### src/hw/bp_param_pkg.sv
package bp_param_pkg;

    // --------------------------------------------------
    // sizing
    // --------------------------------------------------
    localparam int unsigned PC_BITS  = 5;   // pc bits used for table index
    localparam int unsigned GR_BITS  = 5;   // global history length
    localparam int unsigned CNT_BITS = 2;   // saturating counter width

    // counter saturation value, all ones
    localparam int unsigned CNT_MAX = (1 << CNT_BITS) - 1;
    // taken / bimodal-bias threshold
    localparam int unsigned CNT_THR = (CNT_MAX == 1) ? CNT_MAX : (CNT_MAX >> 1);

    // --------------------------------------------------
    // widths with a meaning
    // --------------------------------------------------
    typedef logic [31:0]         pc_t;      // program counter
    typedef logic [CNT_BITS-1:0] cnt_t;     // one table counter
    typedef logic [GR_BITS-1:0]  ghr_t;     // global history register

    // --------------------------------------------------
    // encodings
    // --------------------------------------------------
    typedef enum logic {
        B_NT = 1'b0,    // not taken
        B_T  = 1'b1     // taken
    } branch_t;

    // table flavour, picks index formation and update rule
    typedef enum logic [2:0] {
        BP_BIMODAL,     // pc only
        BP_GLOBAL,      // history only
        BP_GSELECT,     // pc and history concatenated
        BP_GSHARE,      // pc xor history
        BP_COMBINED     // chooser between two components
    } bp_t;

    typedef enum logic [1:0] {
        MODE_COMBINED = 2'd0,
        MODE_BIMODAL  = 2'd1,
        MODE_GSHARE   = 2'd2
    } bp_mode_t;

endpackage

### src/hw/bp_pipe_pkg.sv
package bp_pipe_pkg;

    import bp_param_pkg::*;

    // --------------------------------------------------
    // speculation strobes, one cycle each
    // --------------------------------------------------
    typedef struct packed {
        logic enter;        // new branch accepted from decode
        logic resolve;      // in-flight branch resolved by execute
    } bp_spec_t;

    // --------------------------------------------------
    // tracker to tables
    // --------------------------------------------------
    typedef struct packed {
        pc_t      pc_dec;   // read side, branch in decode
        pc_t      pc_exe;   // update side, latched in-flight pc
        branch_t  br_res;   // real outcome, valid with resolve
        bp_spec_t spec;
    } bp_pipe_t;

    // component predictions, chooser and tracker both see them
    typedef struct packed {
        branch_t bp_1_p;    // bimodal
        branch_t bp_2_p;    // gshare
    } bp_comp_t;

    // --------------------------------------------------
    // config block outputs
    // --------------------------------------------------
    typedef struct packed {
        logic     enable;   // low forces not taken
        bp_mode_t mode;     // which prediction goes out
        logic     flush;    // one-cycle pulse
    } bp_cfg_t;

endpackage

### src/hw/bp_pht.sv
`timescale 1ns/1ps

module bp_pht #(
    parameter bp_param_pkg::bp_t BP_TYPE_SEL = bp_param_pkg::BP_BIMODAL,
    parameter int unsigned       PC_BITS     = bp_param_pkg::PC_BITS,
    parameter int unsigned       GR_BITS     = bp_param_pkg::GR_BITS,
    parameter int unsigned       CNT_BITS    = bp_param_pkg::CNT_BITS
) (
    input  logic                   clk,
    input  logic                   rst,
    input  logic                   flush,
    input  bp_pipe_pkg::bp_pipe_t  pipe_in,
    input  bp_pipe_pkg::bp_comp_t  bp_comp_pred,
    output bp_param_pkg::branch_t  pred
);

    import bp_param_pkg::*;
    import bp_pipe_pkg::*;

    // --------------------------------------------------
    // sizing per table type
    // --------------------------------------------------
    localparam int unsigned IDX_BITS =
        ((BP_TYPE_SEL == BP_BIMODAL) || (BP_TYPE_SEL == BP_COMBINED)) ? PC_BITS :
        (BP_TYPE_SEL == BP_GLOBAL)  ? GR_BITS :
        (BP_TYPE_SEL == BP_GSELECT) ? (GR_BITS + PC_BITS) :
        ((GR_BITS > PC_BITS) ? GR_BITS : PC_BITS);          // gshare
    localparam int unsigned ENTRIES = 1 << IDX_BITS;

    localparam logic [CNT_BITS-1:0] TOP = CNT_BITS'(CNT_MAX);
    localparam logic [CNT_BITS-1:0] THR = CNT_BITS'(CNT_THR);

    logic                taken;
    logic [PC_BITS-1:0]  pc_rd;         // low pc bits, decode side
    logic [PC_BITS-1:0]  pc_up;         // low pc bits, execute side
    logic [GR_BITS-1:0]  gr;            // global history, newest in bit 0
    logic [IDX_BITS-1:0] idx_rd;
    logic [IDX_BITS-1:0] idx_up;

    assign taken = (pipe_in.br_res == B_T);
    assign pc_rd = pipe_in.pc_dec[PC_BITS-1:0];
    assign pc_up = pipe_in.pc_exe[PC_BITS-1:0];

    // history shifts in the outcome on every resolve
    always_ff @(posedge clk) begin
        if (rst || flush) begin
            gr <= '0;
        end else if (pipe_in.spec.resolve) begin
            gr <= GR_BITS'({gr, taken});
        end
    end

    // --------------------------------------------------
    // index formation
    // --------------------------------------------------
    if ((BP_TYPE_SEL == BP_BIMODAL) || (BP_TYPE_SEL == BP_COMBINED)) begin : gen_idx_pc
        assign idx_rd = pc_rd;
        assign idx_up = pc_up;
    end else if (BP_TYPE_SEL == BP_GLOBAL) begin : gen_idx_gr
        assign idx_rd = gr;     // history moves with the table, same edge
        assign idx_up = gr;
    end else if (BP_TYPE_SEL == BP_GSELECT) begin : gen_idx_gsel
        assign idx_rd = {pc_rd, gr};
        assign idx_up = {pc_up, gr};
    end else begin : gen_idx_gshare
        // history aligned to the top of the index when pc is wider
        localparam int unsigned GR_OFF = (PC_BITS > GR_BITS) ? (PC_BITS - GR_BITS) : 0;
        assign idx_rd = IDX_BITS'(pc_rd) ^ (IDX_BITS'(gr) << GR_OFF);
        assign idx_up = IDX_BITS'(pc_up) ^ (IDX_BITS'(gr) << GR_OFF);
    end

    // --------------------------------------------------
    // counter table
    // --------------------------------------------------
    logic [CNT_BITS-1:0] pht [ENTRIES];
    logic                step_en;       // counter moves this resolve
    logic                step_up;       // direction of the move
    logic                hi;            // read counter at or above threshold

    assign hi = (pht[idx_rd] >= THR);

    if (BP_TYPE_SEL == BP_COMBINED) begin : gen_chooser
        bp_comp_t pred_made;    // component guesses of the branch in flight

        always_ff @(posedge clk) begin
            if (pipe_in.spec.enter) begin
                pred_made <= bp_comp_pred;
            end
        end

        // move toward bimodal when it hit, only if the two disagreed
        assign step_en = (pred_made.bp_1_p != pred_made.bp_2_p);
        assign step_up = (pred_made.bp_1_p == pipe_in.br_res);
        assign pred    = hi ? bp_comp_pred.bp_1_p : bp_comp_pred.bp_2_p;
    end else begin : gen_direction
        assign step_en = 1'b1;
        assign step_up = taken;
        assign pred    = hi ? B_T : B_NT;
    end

    // saturating update at the resolve edge
    always_ff @(posedge clk) begin
        if (rst || flush) begin
            for (int i = 0; i < ENTRIES; i++) begin
                pht[i] <= THR;              // weak taken / weak bimodal bias
            end
        end else if (pipe_in.spec.resolve && step_en) begin
            if (step_up) begin
                if (pht[idx_up] != TOP) pht[idx_up] <= pht[idx_up] + 1'b1;
            end else begin
                if (pht[idx_up] != '0) pht[idx_up] <= pht[idx_up] - 1'b1;
            end
        end
    end

endmodule

### src/hw/bp_branch_track.sv
`timescale 1ns/1ps

module bp_branch_track (
    input  logic                   clk,
    input  logic                   rst,
    input  logic                   dec_branch,
    input  bp_param_pkg::pc_t      dec_pc,
    input  logic                   exe_resolve,
    input  logic                   exe_taken,
    input  bp_pipe_pkg::bp_cfg_t   cfg,
    input  bp_pipe_pkg::bp_comp_t  comp_pred,
    input  bp_param_pkg::branch_t  chooser_pred,
    output bp_pipe_pkg::bp_pipe_t  pipe_out,
    output logic                   pred_valid,
    output bp_param_pkg::branch_t  pred,
    output logic                   busy
);

    import bp_param_pkg::*;

    logic in_flight;    // one branch between decode and execute
    pc_t  pc_q;         // pc of that branch
    logic enter;
    logic resolve;

    // --------------------------------------------------
    // speculation strobes
    // --------------------------------------------------
    assign resolve = exe_resolve && in_flight;              // stray resolves dropped
    assign enter   = dec_branch && (!in_flight || resolve); // slot free or freeing

    always_ff @(posedge clk) begin
        if (rst || cfg.flush) begin
            in_flight <= 1'b0;
        end else if (enter) begin
            in_flight <= 1'b1;
        end else if (resolve) begin
            in_flight <= 1'b0;
        end
    end

    always_ff @(posedge clk) begin
        if (enter) pc_q <= dec_pc;
    end

    assign pipe_out.pc_dec       = dec_pc;
    assign pipe_out.pc_exe       = pc_q;
    assign pipe_out.br_res       = exe_taken ? B_T : B_NT;
    assign pipe_out.spec.enter   = enter;
    assign pipe_out.spec.resolve = resolve;

    // --------------------------------------------------
    // final prediction
    // --------------------------------------------------
    always_comb begin
        if (!cfg.enable) begin
            pred = B_NT;                        // still tracked and trained
        end else begin
            case (cfg.mode)
                MODE_BIMODAL: pred = comp_pred.bp_1_p;
                MODE_GSHARE:  pred = comp_pred.bp_2_p;
                default:      pred = chooser_pred;   // combined, unused code too
            endcase
        end
    end

    assign pred_valid = enter;
    assign busy       = dec_branch && !enter;   // decode branch dropped
endmodule

### src/hw/bp_ctrl_regs.sv
`timescale 1ns/1ps

module bp_ctrl_regs (
    input  logic                  clk,
    input  logic                  rst,
    input  logic                  cfg_we,
    input  logic [3:0]            cfg_wdata,
    output bp_pipe_pkg::bp_cfg_t  cfg
);

    import bp_param_pkg::*;

    logic     enable_q;
    bp_mode_t mode_q;
    logic     flush_q;

    // --------------------------------------------------
    // write side
    // bit 0 enable, bits 2:1 mode, bit 3 flush
    // --------------------------------------------------
    always_ff @(posedge clk) begin
        if (rst) begin
            enable_q <= 1'b1;
            mode_q   <= MODE_COMBINED;
        end else if (cfg_we) begin
            enable_q <= cfg_wdata[0];
            mode_q   <= bp_mode_t'(cfg_wdata[2:1]);
        end
    end

    // flush is not sticky, high for one cycle after the write
    always_ff @(posedge clk) begin
        if (rst) flush_q <= 1'b0;
        else     flush_q <= cfg_we && cfg_wdata[3];
    end

    assign cfg.enable = enable_q;
    assign cfg.mode   = mode_q;
    assign cfg.flush  = flush_q;

endmodule

### src/hw/bp_top.sv
`timescale 1ns/1ps

module bp_top (
    input  logic                  clk,
    input  logic                  rst,
    input  logic                  dec_branch,
    input  bp_param_pkg::pc_t     dec_pc,
    input  logic                  exe_resolve,
    input  logic                  exe_taken,
    input  logic                  cfg_we,
    input  logic [3:0]            cfg_wdata,
    output logic                  pred_valid,
    output bp_param_pkg::branch_t pred,
    output logic                  busy
);

    import bp_param_pkg::*;
    import bp_pipe_pkg::*;

    bp_pipe_t pipe;         // tracker to all tables
    bp_comp_t comp;         // bimodal and gshare guesses
    bp_cfg_t  cfg;
    branch_t  chooser_pred; // chosen component guess

    // --------------------------------------------------
    // config and tracking
    // --------------------------------------------------
    bp_ctrl_regs i_ctrl_regs (
        .clk       (clk),
        .rst       (rst),
        .cfg_we    (cfg_we),
        .cfg_wdata (cfg_wdata),
        .cfg       (cfg)
    );

    bp_branch_track i_branch_track (
        .clk          (clk),
        .rst          (rst),
        .dec_branch   (dec_branch),
        .dec_pc       (dec_pc),
        .exe_resolve  (exe_resolve),
        .exe_taken    (exe_taken),
        .cfg          (cfg),
        .comp_pred    (comp),
        .chooser_pred (chooser_pred),
        .pipe_out     (pipe),
        .pred_valid   (pred_valid),
        .pred         (pred),
        .busy         (busy)
    );

    // --------------------------------------------------
    // tables, components feed the chooser
    // --------------------------------------------------
    bp_pht #(
        .BP_TYPE_SEL (BP_BIMODAL),
        .PC_BITS     (PC_BITS),
        .GR_BITS     (GR_BITS),
        .CNT_BITS    (CNT_BITS)
    ) i_bimodal (
        .clk          (clk),
        .rst          (rst),
        .flush        (cfg.flush),
        .pipe_in      (pipe),
        .bp_comp_pred ('0),         // components ignore it
        .pred         (comp.bp_1_p)
    );

    bp_pht #(
        .BP_TYPE_SEL (BP_GSHARE),
        .PC_BITS     (PC_BITS),
        .GR_BITS     (GR_BITS),
        .CNT_BITS    (CNT_BITS)
    ) i_gshare (
        .clk          (clk),
        .rst          (rst),
        .flush        (cfg.flush),
        .pipe_in      (pipe),
        .bp_comp_pred ('0),
        .pred         (comp.bp_2_p)
    );

    bp_pht #(
        .BP_TYPE_SEL (BP_COMBINED),
        .PC_BITS     (PC_BITS),
        .GR_BITS     (GR_BITS),
        .CNT_BITS    (CNT_BITS)
    ) i_chooser (
        .clk          (clk),
        .rst          (rst),
        .flush        (cfg.flush),
        .pipe_in      (pipe),
        .bp_comp_pred (comp),
        .pred         (chooser_pred)
    );

endmodule

### config.mk
export PLATFORM = sky130hd
export DESIGN_NAME = bp_top
export DESIGN_NICKNAME = d
export VERILOG_FILES = /design/src/hw/bp_param_pkg.sv /design/src/hw/bp_pipe_pkg.sv /design/src/hw/bp_pht.sv /design/src/hw/bp_branch_track.sv /design/src/hw/bp_ctrl_regs.sv /design/src/hw/bp_top.sv
export SDC_FILE = /design/constraint.sdc
export NUM_CORES = 1
export LEC_CHECK = 0
export BUFFER_PORTS_ARGS = -buffer_cell sky130_fd_sc_hd__buf_2
export CAP_MARGIN = 30
export CORE_ASPECT_RATIO = 1.5
export CORE_MARGIN = 2
export CORE_UTILIZATION = 56
export CTS_CLUSTER_DIAMETER = 150
export DETAILED_ROUTE_END_ITERATION = 12
export PLACE_DENSITY = 0.77
export SYNTH_ARGS = -nofsm -noshare
export SYNTH_HDL_FRONTEND = slang
export SYNTH_HIERARCHICAL = 1
export SYNTH_SLANG_ARGS = --single-unit
### constraint.sdc
create_clock -name clk -period 3.5 [get_ports clk]
set_input_delay 0.525 -clock clk [delete_from_list [all_inputs] [get_ports clk]]
set_output_delay 0.525 -clock clk [all_outputs]
set_load 0.01 [all_outputs]
==> metrics list, run 1 <==
- Run status: finished, violations left
* Violations in the final reports: negative setup slack
- The cell count after synthesis came out at roughly 1200.
* Slew at the pin closest to its max-slew limit: 725 ps
* Final antenna diode count: 0
- Clock tree from TritonCTS: done
- The congestion estimate from routability-driven global placement came to approximately 0.95.
- In this run, the number of DRC markers left after iteration 0 of detailed routing was slightly below 1000.
* Skew-Pair Late Insertion Delay: approximately 520 ps
* Clock tree root driver cell: sky130_fd_sc_hd__clkbuf_16
* Total core area: around 22000 µm²
* Hold Path Class: input pin to register
- Setup slack on the critical path of the routed design comes to -70.7 ps.
* Static power due to leakage: roughly 0.0044 µW
- Total nets after synthesis: 1272
- Number of warnings reported in the yosys synthesis log: 6
* Num rows: 67
- After detailed routing, the total wire length is roughly 34000 µm.
- Overall routing resource usage: ~29%
- Average cell area after synthesis: about 10 µm²
- The largest single stage delay on the critical path is 550 ps.
* Area enclosed by the die boundary: ~24000 µm²
- The count of endpoints failing hold in the final timing report was 0.
- TNS Setup: -70.7 ps
* Final Max Tran Viols: 0
- After detailed routing, the number of remaining DRC violations is 0.
- Power per cell area: roughly 430 nW/µm²
- Number of antenna violations at the first check in global routing: 0
* Worst IR drop on VDD: roughly 0.00039 V
- Detailed-route vias per instance: 6.68
* Startpoint Class: register
* Setup Viol. Count Final: 1
- The cell area that synthesis handed to floorplanning was ~13000 µm².
- Critical-path maximum fanout: 2
- Max Clk Rate: approximately 280 MHz
- Summing all non-filler instances in the final layout gives an area of ~14000 µm².
* Die width: approximately 130 µm
- Maximum number of pins on one net before global-route repair: 41
- Pre-Repair DR Iteration Count: 6
- STA classifies the critical path endpoint as a primary output.
- The signal on the critical path passes through nor3_1, a21oi_1, mux4_2, mux4_2, mux2_4, or2b_1, and3_1, buf_2.
- Routed wire length per instance: 22.3 µm
* Clock input transition at the sequential cells of the worst setup and hold paths: 70 ps
* Fraction of layout cells with a size suffix above 1: between 20 and 25%
* Total gr overflow: 0
* Minimum period implied by the final worst setup slack: approximately 3600 ps
* Buffers added on ports: 17
* Post-detailed-route count of antenna-violating nets: 0
- In this run the tightest slew margin relative to its limit is about half.
- Via count of the first global-routing pass: a little over 10000
- For this design, the slowest cell found on the critical path is sky130_fd_sc_hd__mux4_2.
* # nets final: 1295
* CTS H-tree lvls: 1
* Most prevalent standard cell on the critical path: sky130_fd_sc_hd__mux4_2
* Top Ports: 45
- Prior to clock tree synthesis, the placed netlist has a worst setup slack of -9.23 ps.
- DP Wirelength: approximately 24000 µm
- Die height: roughly 190 µm
- Relative to the synthesized area, the layout overhead comes to 11.7%.
* Global-route wire length before repair: approximately 54000 µm
* Period utilization: 102%
- Hold timing on the final database bottoms out at a slack of between 200 and 250 ps.
- Broken down by cell family, the worst path's largest delay share belongs to multiplexers.
- Clock Skews: approximately 19 ps
- Via count: 10300
- At the worst endpoint, the arrival time is between 3000 and 4000 ps.
- The tree built by TritonCTS fans out to 209 sinks.
- At the worst endpoint, the required time is slightly below 3000 ps.
- Setup repair after global routing could not meet its margin everywhere.
- Type of the worst setup path: register to primary output
- Initial Util: 56.8%
- Summing all placed instances gives a cell area of approximately 13000 µm².
- Number of buffers added by the clock tree synthesis step: 21
- In this run the deepest clock path goes through 3 buffers.
- Across the run, the number of max-cap violations was 0.
- Counting both buffers and inverters, the worst setup path holds a total of 1.
-- per-layer routing --
| layer | global-route usage, % | vias up | wire (µm) |
|---|---|---|---|
| li1 | - | 4594 | - |
| met1 | 34.0 | 4999 | 12000 |
| met2 | 51.5 | 570 | 18000 |
| met3 | 4.08 | 130 | 2700 |
| met4 | 13.9 | 0 | 1650 |
| met5 | 0 | - | 0 |
-- cell type report --
cell class	count	area (µm²)
sequential	209	6180
multi-input combinational	906	5990
timing repair buffer	108	901
clock inverter	10	118
clock buffer	28	582
tap	276	345
inverter	5	18.8
fill	1731	8170
-- worst paths after layout --
path / startpoint / endpoint / slack, ps / cells after the start
max: i_bimodal/pht[28][0] / pred / -70 / 8
min: cfg_wdata[0] / i_ctrl_regs/enable_q / 220 / 2
max reg2reg: i_branch_track/pc_q[0] / i_gshare/pht[26][1] / 130 / 11
min reg2reg: i_ctrl_regs/mode_q[1] / i_ctrl_regs/mode_q[1] / 540 / 2
-- sequential cells by signal, indices dropped and copies added, names as in the netlist --
name	flops
i_bimodal/pht	64
i_chooser/pht	64
i_gshare/pht	64
i_branch_track/pc_q	5
i_gshare/gr	5
i_chooser/gen_chooser.pred_made	2
i_ctrl_regs/mode_q	2
i_branch_track/in_flight	1
i_ctrl_regs/enable_q	1
i_ctrl_regs/flush_q	1
-- power breakdown --
part           switching (µW)  internal, µW  leakage (µW)
sequential               49.1          2820       0.00179
clock                     987          1330      0.000343
combinational             594           298       0.00230
total                    1630          4450       0.00443
-- per-stage QoR --
| stage | power, µW | std cells | util (%) |
|---|---|---|---|
| after floorplan | 3520 | 1228 | - |
| final | 6080 | 1542 | 63.4 |
| after global routing | 6250 | 1542 | 63.4 |
| after detailed placement | 3780 | 1501 | 59.8 |
| after global placement | 3760 | 1501 | 59.8 |
| after CTS | 6070 | 1541 | 63.1 |
-- timing repair --
item | 4_1_cts | 5_1_grt
endpoints found under the setup margin | 1 | 14
gates cloned | 0 | 0
hold buffers | 0 | 0
buffers inserted | 2 | 1
pin swaps | 5 | 0
gates resized for setup | 7 | 12
hold endpoints to repair | 0 | 0
-- cell usage in the layout, fill, tap and decap left out, types with 13 or more instances in the layout --
cell type and count:
sky130_fd_sc_hd__nand2_1 176, sky130_fd_sc_hd__o21ai_0 59, sky130_fd_sc_hd__mux2i_1 40, sky130_fd_sc_hd__nor2_1 131, sky130_fd_sc_hd__o21ai_1 13, sky130_fd_sc_hd__a21oi_1 57, sky130_fd_sc_hd__nor3_1 55, sky130_fd_sc_hd__buf_4 79
sky130_fd_sc_hd__edfxtp_1 199, sky130_fd_sc_hd__buf_2 17, sky130_fd_sc_hd__a311oi_1 26, sky130_fd_sc_hd__nand3_1 81, sky130_fd_sc_hd__mux4_2 31, sky130_fd_sc_hd__clkbuf_16 21, sky130_fd_sc_hd__nor2_2 45, sky130_fd_sc_hd__and2_1 15
No activity file was read; power rests on OpenSTA's default activity.
==> run 2: changes to the inputs <==
--- a/config.mk
+++ b/config.mk
@@ -7,12 +7,14 @@
 export LEC_CHECK = 0
 export BUFFER_PORTS_ARGS = -buffer_cell sky130_fd_sc_hd__buf_2
 export CAP_MARGIN = 30
+export CELL_PAD_IN_SITES_DETAIL_PLACEMENT = 1
+export CELL_PAD_IN_SITES_GLOBAL_PLACEMENT = 2
 export CORE_ASPECT_RATIO = 1.5
 export CORE_MARGIN = 2
-export CORE_UTILIZATION = 56
+export CORE_UTILIZATION = 43
 export CTS_CLUSTER_DIAMETER = 150
 export DETAILED_ROUTE_END_ITERATION = 12
-export PLACE_DENSITY = 0.77
+export PLACE_DENSITY = 0.86
 export SYNTH_ARGS = -nofsm -noshare
 export SYNTH_HDL_FRONTEND = slang
 export SYNTH_HIERARCHICAL = 1
==> run 2 against run 1 <==
The flow still finishes with violations (negative setup slack). Routed wire length rose by 23%. Clock skew decreased by 5.1 ps. Sequential share of layout area is 1.7 points lower. Register-to-register slack worse by 70 ps. Sequential cell count stayed put. Global-route usage is 1.9 points lower. Final area up 4.0%. Core utilization shrank 12 points. Hold slack worse by 13 ps. Via count increased by 1.2%. Maximum frequency down 1.6%. Combinational power increased by 10%.
==> metrics list, run 2 (same netlist as run 1, synthesis figures left out) <==
- The layout cell share with drive strength beyond 1 came to 26.6% (+3.9 points).
- The number of ports placed on the die boundary came to 45 (unchanged).
- The required time reported for the critical path endpoint came to 2970 ps (about the same).
- The number of global-route vias before repair came to 11000 (+7.3%).
- The clock-pin slew reported for the worst setup and hold paths after clock tree synthesis is 60 ps (about the same).
* Most frequent cells in the layout: 199 x sky130_fd_sc_hd__edfxtp_1, 176 x sky130_fd_sc_hd__nand2_1, 129 x sky130_fd_sc_hd__nor2_1, 97 x sky130_fd_sc_hd__buf_4, 81 x sky130_fd_sc_hd__nand3_1
* Final Hold Violating Endpoints: 0 (unchanged)
* Die width: 144 µm (+14%)
- Clock Skews: 13.9 ps (-5.13 ps)
* Critical-path cell list: nor3_2, a21oi_1, mux4_2, mux4_2, mux2_4, or2b_1, and3_1, buf_2
* Number of maximum-capacitance violations: 0 (unchanged)
- The via total after detailed routing is 10400 (+1.2%).
* Most common library cell in the layout ignoring fill and taps: sky130_fd_sc_hd__edfxtp_1
- The final cell count without fillers is 1681 (+9.0%).
- The number of placement rows was 76 (+13%).
* Number of fill cells in the layout: 3133 (+81%)
- Power per cell area: 425 nW/µm² (-1.1%)
- Registers with the most flip-flops: i_bimodal/pht (64), i_chooser/pht (64), i_gshare/pht (64)
- The final-report max-slew violation count is 0 (unchanged).
- Total gr overflow: 0 (unchanged)
* Critical-path maximum fanout: 2 (unchanged)
* Remaining max-slew budget at the tightest pin: 50.2% (-1.1 points)
- Static power due to leakage: 0.00460 µW (+3.9%)
* Clock tree root driver cell: sky130_fd_sc_hd__clkbuf_16
* Number of cells on the worst hold path: 2 (unchanged)
- The count of placed standard cells including taps is 1622 (+8.1%).
- The maximum clock path buffer count came to 3 (unchanged).
- The run finished, with violations left.
- Max Clk Rate: 275 MHz (-1.6%)
- Number of buffers added by the clock tree synthesis step: 22 (+4.8%)
- The maximum VDD drop came to 0.000419 V (+6.9%).
- Setup repair after global routing could not meet its margin everywhere.
- STA classifies the critical path startpoint as a register.
- The clock period minus worst slack came to 3630 ps (+59.5 ps).
- Dpl ws: -166 ps (-157 ps)
* Hold Path Class: input pin to register
* Post-synthesis to final-layout area growth: 16.2%
* Type of the worst setup path: register to primary output
- Cell at the slowest stage of the critical path: sky130_fd_sc_hd__mux4_2
- The wire length of the first global-routing pass is 63100 µm (+16%).
- The number of iterations in the first detailed-routing pass came to 6 (unchanged).
- The overall global routing resource usage came to 27.0% (-1.9 points).
- DP Wirelength: 28700 µm (+21%)
- The number of antenna violations at the first check in global routing was 0 (unchanged).
- Total of hold buffers inserted after clock tree synthesis: 0 (unchanged)
- The number of I/O port buffers came to 17 (unchanged).
- The checks that failed: negative setup slack.
- The part of the cycle the worst path needs came to 104% (+1.7 points).
* Area enclosed by the die boundary: 30800 µm² (+29%)
* Total routed wirelength: 42400 µm (+23%)
- The starting utilization of the core area is 43.9% (-13 points).
* Setup Viol. Count Final: 1 (unchanged)
- DRC marker count from the first detailed-route iteration: 731 (-24%)
- The clock net sink count came to 209 (unchanged).
- Die height: 214 µm (+14%)
- The worst-skew pair later-pin latency is 530 ps (about the same).
* Final WS setup: -130 ps (-59.5 ps)
* Total core area: 28800 µm² (+29%)
- Routed wire length per instance: 25.2 µm (+13%)
* Detailed-route DRC error count: 0 (unchanged)
- Maximum number of pins on one net before global-route repair: 35 (-15%)
- By instance count, the cell type seen most on the critical path is sky130_fd_sc_hd__mux4_2.
* Clock tree from TritonCTS: done
- The worst setup path is captured at a primary output.
- The CTS H-tree depth came to 1 (unchanged).
- Total Power: 6250 µW (+2.9%)
* # nets final: 1319 (+1.9%)
- TNS Setup: -130 ps (-59.5 ps)
- Crit path largest cell delay: 560 ps (about the same)
* Post-detailed-route count of antenna-violating nets: 0 (unchanged)
- Slew at the pin closest to its max-slew limit: 747 ps (+21.3 ps)
* Arrival @ worst endpoint: 3110 ps (+60 ps)
* Weighted congestion at the end of routability-driven global placement: 0.881 (-6.8%)
- Final antenna diode count: 0 (unchanged)
- The count of cells along the worst register-to-register path is 8 (-3).
- The via density per instance was 6.20 (-7.2%).
-- run 2: cell types whose count changed in the layout (fill, tap and decap cells not counted), sizes merged --
cell / before / now
buf: 108 / 130
clkbuf: 28 / 29
clkinv: 4 / 9
inv: 8 / 5
-- run 2: layer usage --
layer / share of wire, % / track usage, % / routed length (µm) / vias to the layer above
met5: 0 / 0 / 0 / -
met4: 5.8 / 14.7 / 2440 / 0
met3: 4.9 / 2.86 / 2070 / 150
met2: 52 / 47.4 / 22200 / 399
met1: 37 / 31.8 / 15700 / 5253
li1: - / - / - / 4615
-- run 2: where the power goes --
group	internal [µW]	total (µW)	switching, µW	leakage, µW
Combinational	329	983	654	0.00245
Clock	1370	2390	1020	0.000359
Sequential	2820	2880	54.6	0.00179
Total	4520	6250	1730	0.00460
-- run 2: path summary, 6_finish.rpt --
kind                                 start                       end  slack [ps]
setup / recovery      i_chooser/pht[28][1]                      pred        -130
hold / removal                cfg_wdata[0]      i_ctrl_regs/enable_q         210
setup reg to reg    i_branch_track/pc_q[1]      i_bimodal/pht[16][1]          60
hold reg to reg   i_branch_track/in_flight  i_branch_track/in_flight         530
-- run 2: area by class of cell --
cell class	instances	area (µm²)	area share (%)
Sequential cell	209	6180	42.1
Multi-Input combinational cell	906	6160	41.9
Timing Repair Buffer	131	1120	7.64
Clock buffer	28	604	4.11
Tap cell	390	488	3.32
Clock inverter	12	116	0.792
Inverter	5	18.8	0.128
-- run 2: through the flow --
stage / instance area, µm² / hold slack (ps) / util [%]
finish: 14700 / 207 / 51.0
global route: 14700 / 210 / 51.0
CTS: 14300 / 193 / 49.7
detailed placement: 13600 / 523 / 47.0
global placement: 13600 / 512 / 47.0
floorplan: 12700 / 481 / -
-- run 2: critical path: cells and delay by family (launching register included) --
family	cells	cell delay [ps]
multiplexers	3	1380
AND/OR/NAND/NOR	3	600
flip-flops	1	400
buffers and inverters	1	140
AO/OA/AOI/OAI	1	70
-- run 2: what timing repair did --
action | CTS | global route
pin swaps | 2 | 8
endpoints found under the setup margin | 21 | 97
gates cloned | 0 | 1
gates resized for setup | 14 | 45
setup buffers | 0 | 18
==> run 3: changes to the inputs <==
--- a/config.mk
+++ b/config.mk
@@ -15,6 +15,7 @@
 export CTS_CLUSTER_DIAMETER = 150
 export DETAILED_ROUTE_END_ITERATION = 12
 export PLACE_DENSITY = 0.86
+export SKIP_CTS_REPAIR_TIMING = 1
 export SYNTH_ARGS = -nofsm -noshare
 export SYNTH_HDL_FRONTEND = slang
 export SYNTH_HIERARCHICAL = 1
==> run 3 against run 2 <==
The flow still finishes with violations (negative setup slack). Critical path depth stayed put. Sequential power hardly changed. Final area is 0.83% lower. Non-clock buffer count is 4 lower. Die area stayed put. Routed wire length is 1.0% lower. Register-to-register slack worse by 20 ps. Sequential share of layout area is 0.35 points higher. Final cell count is 0.24% lower. Combinational power is 0.8% lower. Global-route usage is 0.065 points lower. Critical endpoint unchanged.
==> metrics list, run 3 (same netlist as run 1, synthesis figures left out) <==
* Worst IR drop on VDD: 0.000417 V (-0.51%)
* Most prevalent standard cell on the critical path: sky130_fd_sc_hd__mux4_2
- The count of endpoints failing hold in the final timing report was 0 (unchanged).
* DP Wirelength: 28700 µm (unchanged)
* Skew-Pair Late Insertion Delay: 530 ps (about the same)
- Detailed-route vias per instance: 6.19 (-0.16%)
* Clock tree from TritonCTS: done
- The count of antenna diodes in the layout is 0 (unchanged).
- The average routed wire per standard cell was 25.0 µm (-0.76%).
* Global-route wire length before repair: 62900 µm (-0.43%)
- Run status: finished, violations left
- Minimum period implied by the final worst setup slack: 3670 ps (+43.2 ps)
- Remaining max-slew budget at the tightest pin: 50.3% (+0.073 points)
- Final WS setup: -173 ps (-43.2 ps)
* Weighted congestion at the end of routability-driven global placement: 0.881 (unchanged)
* Number of buffers and inverters on the critical path: 2 (+1)
* # nets final: 1315 (-0.30%)
* Violations in the final reports: negative setup slack
- Total Power: 6240 µW (-0.22%)
* Total gr overflow: 0 (unchanged)
- The number of buffers inserted during clock tree synthesis came to 22 (unchanged).
- The die outline width is 144 µm (unchanged).
- The number of I/O port buffers is 17 (unchanged).
* Required @ worst endpoint: 2970 ps (about the same)
- The number of failing setup endpoints in the final timing report came to 1 (unchanged).
- Fraction of layout cells with a size suffix above 1: 24.9% (-1.8 points)
- Clock tree root driver cell: sky130_fd_sc_hd__clkbuf_16
- Post-detailed-route count of antenna-violating nets: 0 (unchanged)
- The arrival time reported for the critical path endpoint came to 3150 ps (+40 ps).
* Area enclosed by the die boundary: 30800 µm² (unchanged)
* Clock Skews: 11.0 ps (-2.88 ps)
- The chip height came to 214 µm (unchanged).
- Critical-path maximum fanout: 2 (unchanged)
- Walking the worst path, the cells encountered are nor3_1, a21oi_1, mux4_2, mux4_2, buf_4, a221o_1, and3_1, buf_2.
- Number of maximum-capacitance violations: 0 (unchanged)
- Total core area: 28800 µm² (unchanged)
* Most common library cell in the layout ignoring fill and taps: sky130_fd_sc_hd__edfxtp_1
- Max Clk Rate: 272 MHz (-1.2%)
- Via count of the first global-routing pass: 11000 (-0.0091%)
- Among cell families on the critical path, the largest total delay comes from multiplexers.
- Buffer levels on the longest clock path: 3 (unchanged)
- The part of the cycle the worst path needs was 105% (+1.2 points).
- Cell at the slowest stage of the critical path: sky130_fd_sc_hd__mux4_2
- The number of iterations in the first detailed-routing pass was 5 (-1).
- Post-synthesis to final-layout area growth: 15.2%
* Startpoint Class: register
- The final-report max-slew violation count came to 0 (unchanged).
- Dpl ws: -166 ps (unchanged)
* Num rows: 76 (unchanged)
- DRC marker count from the first detailed-route iteration: 682 (-6.7%)
- Hold Path Class: input pin to register
- Via count: 10400 (-0.39%)
- CTS H-tree lvls: 1 (unchanged)
- The number of ports placed on the die boundary was 45 (unchanged).
- The worst hold margin was 207 ps (-0.100 ps).
- The post-route DRC violation count was 0 (unchanged).
* Total routed wirelength: 42000 µm (-1.0%)
- Clock input transition at the sequential cells of the worst setup and hold paths: 60 ps (about the same)
- Maximum number of pins on one net before global-route repair: 35 (unchanged)
- The critical path in this run is classified as register to primary output.
- The number of antenna violations at the first check in global routing was 0 (unchanged).
* Number of fill cells in the layout: 3140 (+0.22%)
* Initial Util: 43.9% (unchanged)
* Unrepaired setup endpoints after global routing: true
- Crit end category: primary output
* Slew at the pin closest to its max-slew limit: 746 ps (-1.10 ps)
* Registers with the most flip-flops: i_bimodal/pht (64), i_chooser/pht (64), i_gshare/pht (64)
- The overall global routing resource usage is 26.9% (-0.065 points).
- The clock net sink count was 209 (unchanged).
- The static leakage was 0.00458 µW (-0.49%).
- Most frequent cells in the layout: 199 x sky130_fd_sc_hd__edfxtp_1, 176 x sky130_fd_sc_hd__nand2_1, 131 x sky130_fd_sc_hd__nor2_1, 96 x sky130_fd_sc_hd__buf_4, 81 x sky130_fd_sc_hd__nand3_1
- The maximum single-stage delay on the critical path came to 510 ps (-50 ps).
- Power per cell area: 428 nW/µm² (+0.62%)
==> run 3: changes by cell type in the layout (fill, tap and decap cells not counted), moves of 2 or more <==
cell	previous run	this run
sky130_fd_sc_hd__o21ai_1	16	14
sky130_fd_sc_hd__a21oi_1	50	52
sky130_fd_sc_hd__o21ai_0	56	58
sky130_fd_sc_hd__nor3_4	1	4
sky130_fd_sc_hd__nor3_2	28	9
sky130_fd_sc_hd__nor3_1	37	53
sky130_fd_sc_hd__nor2_2	47	45
sky130_fd_sc_hd__nor2_1	129	131
sky130_fd_sc_hd__buf_6	4	1
==> run 3: worst reg2reg max path: cells and delay by family, from the launching register on <==
family / cells / cell delay (ps)
and+or+nand+nor: 4 / 1400
AOI/OAI and AO/OA: 1 / 540
DFF: 1 / 440
buffers and inverters: 1 / 440
muxes: 1 / 370
==> run 3: where the power goes <==
group	leakage [µW]	switching [µW]	internal (µW)	total, µW
combinational	0.00243	647	328	975
clock	0.000359	1020	1370	2390
sequential	0.00179	52.7	2820	2870
==> run 3: metrics by stage <==
step	setup TNS [ps]	cell area (µm²)	util, %	instances
after floorplan	0	12700	-	1228
after global placement	-171	13600	47.0	1622
after detailed placement	-255	13600	47.0	1622
after CTS	-748	14300	49.5	1662
after global routing	-504	14600	50.6	1677
final	-173	14600	50.6	1677
==> run 3: cell type report <==
cell class                 instances  area [µm²]  area share (%)
inverter                           5        18.8           0.129
multi-input combinational        906        6080            41.7
clock buffer                      28         604            4.15
tap                              390         488            3.35
clock inverter                    12         116           0.798
sequential                       209        6180            42.4
timing repair buffer             127        1080            7.42
==> run 3: metal layers <==
layer  up-vias  GRT usage, %  share of wire, %  wire [µm]
met3       148          2.81               4.4       1850
li1       4619             -                 -          -
met5         -             0                 0          0
met4         0          14.3               5.8       2420
met2       363          47.7                53      22100
met1      5246          31.6                37      15600
==> run 3: worst paths after layout <==
path	slack [ps]	start	endpoint	cells past startpoint
max reg2reg	40	i_branch_track/pc_q[1]	i_bimodal/pht[18][1]	7
max	-170	i_bimodal/pht[30][0]	pred	8
min	210	cfg_wdata[0]	i_ctrl_regs/enable_q	2
min reg2reg	530	i_branch_track/in_flight	i_branch_track/in_flight	2
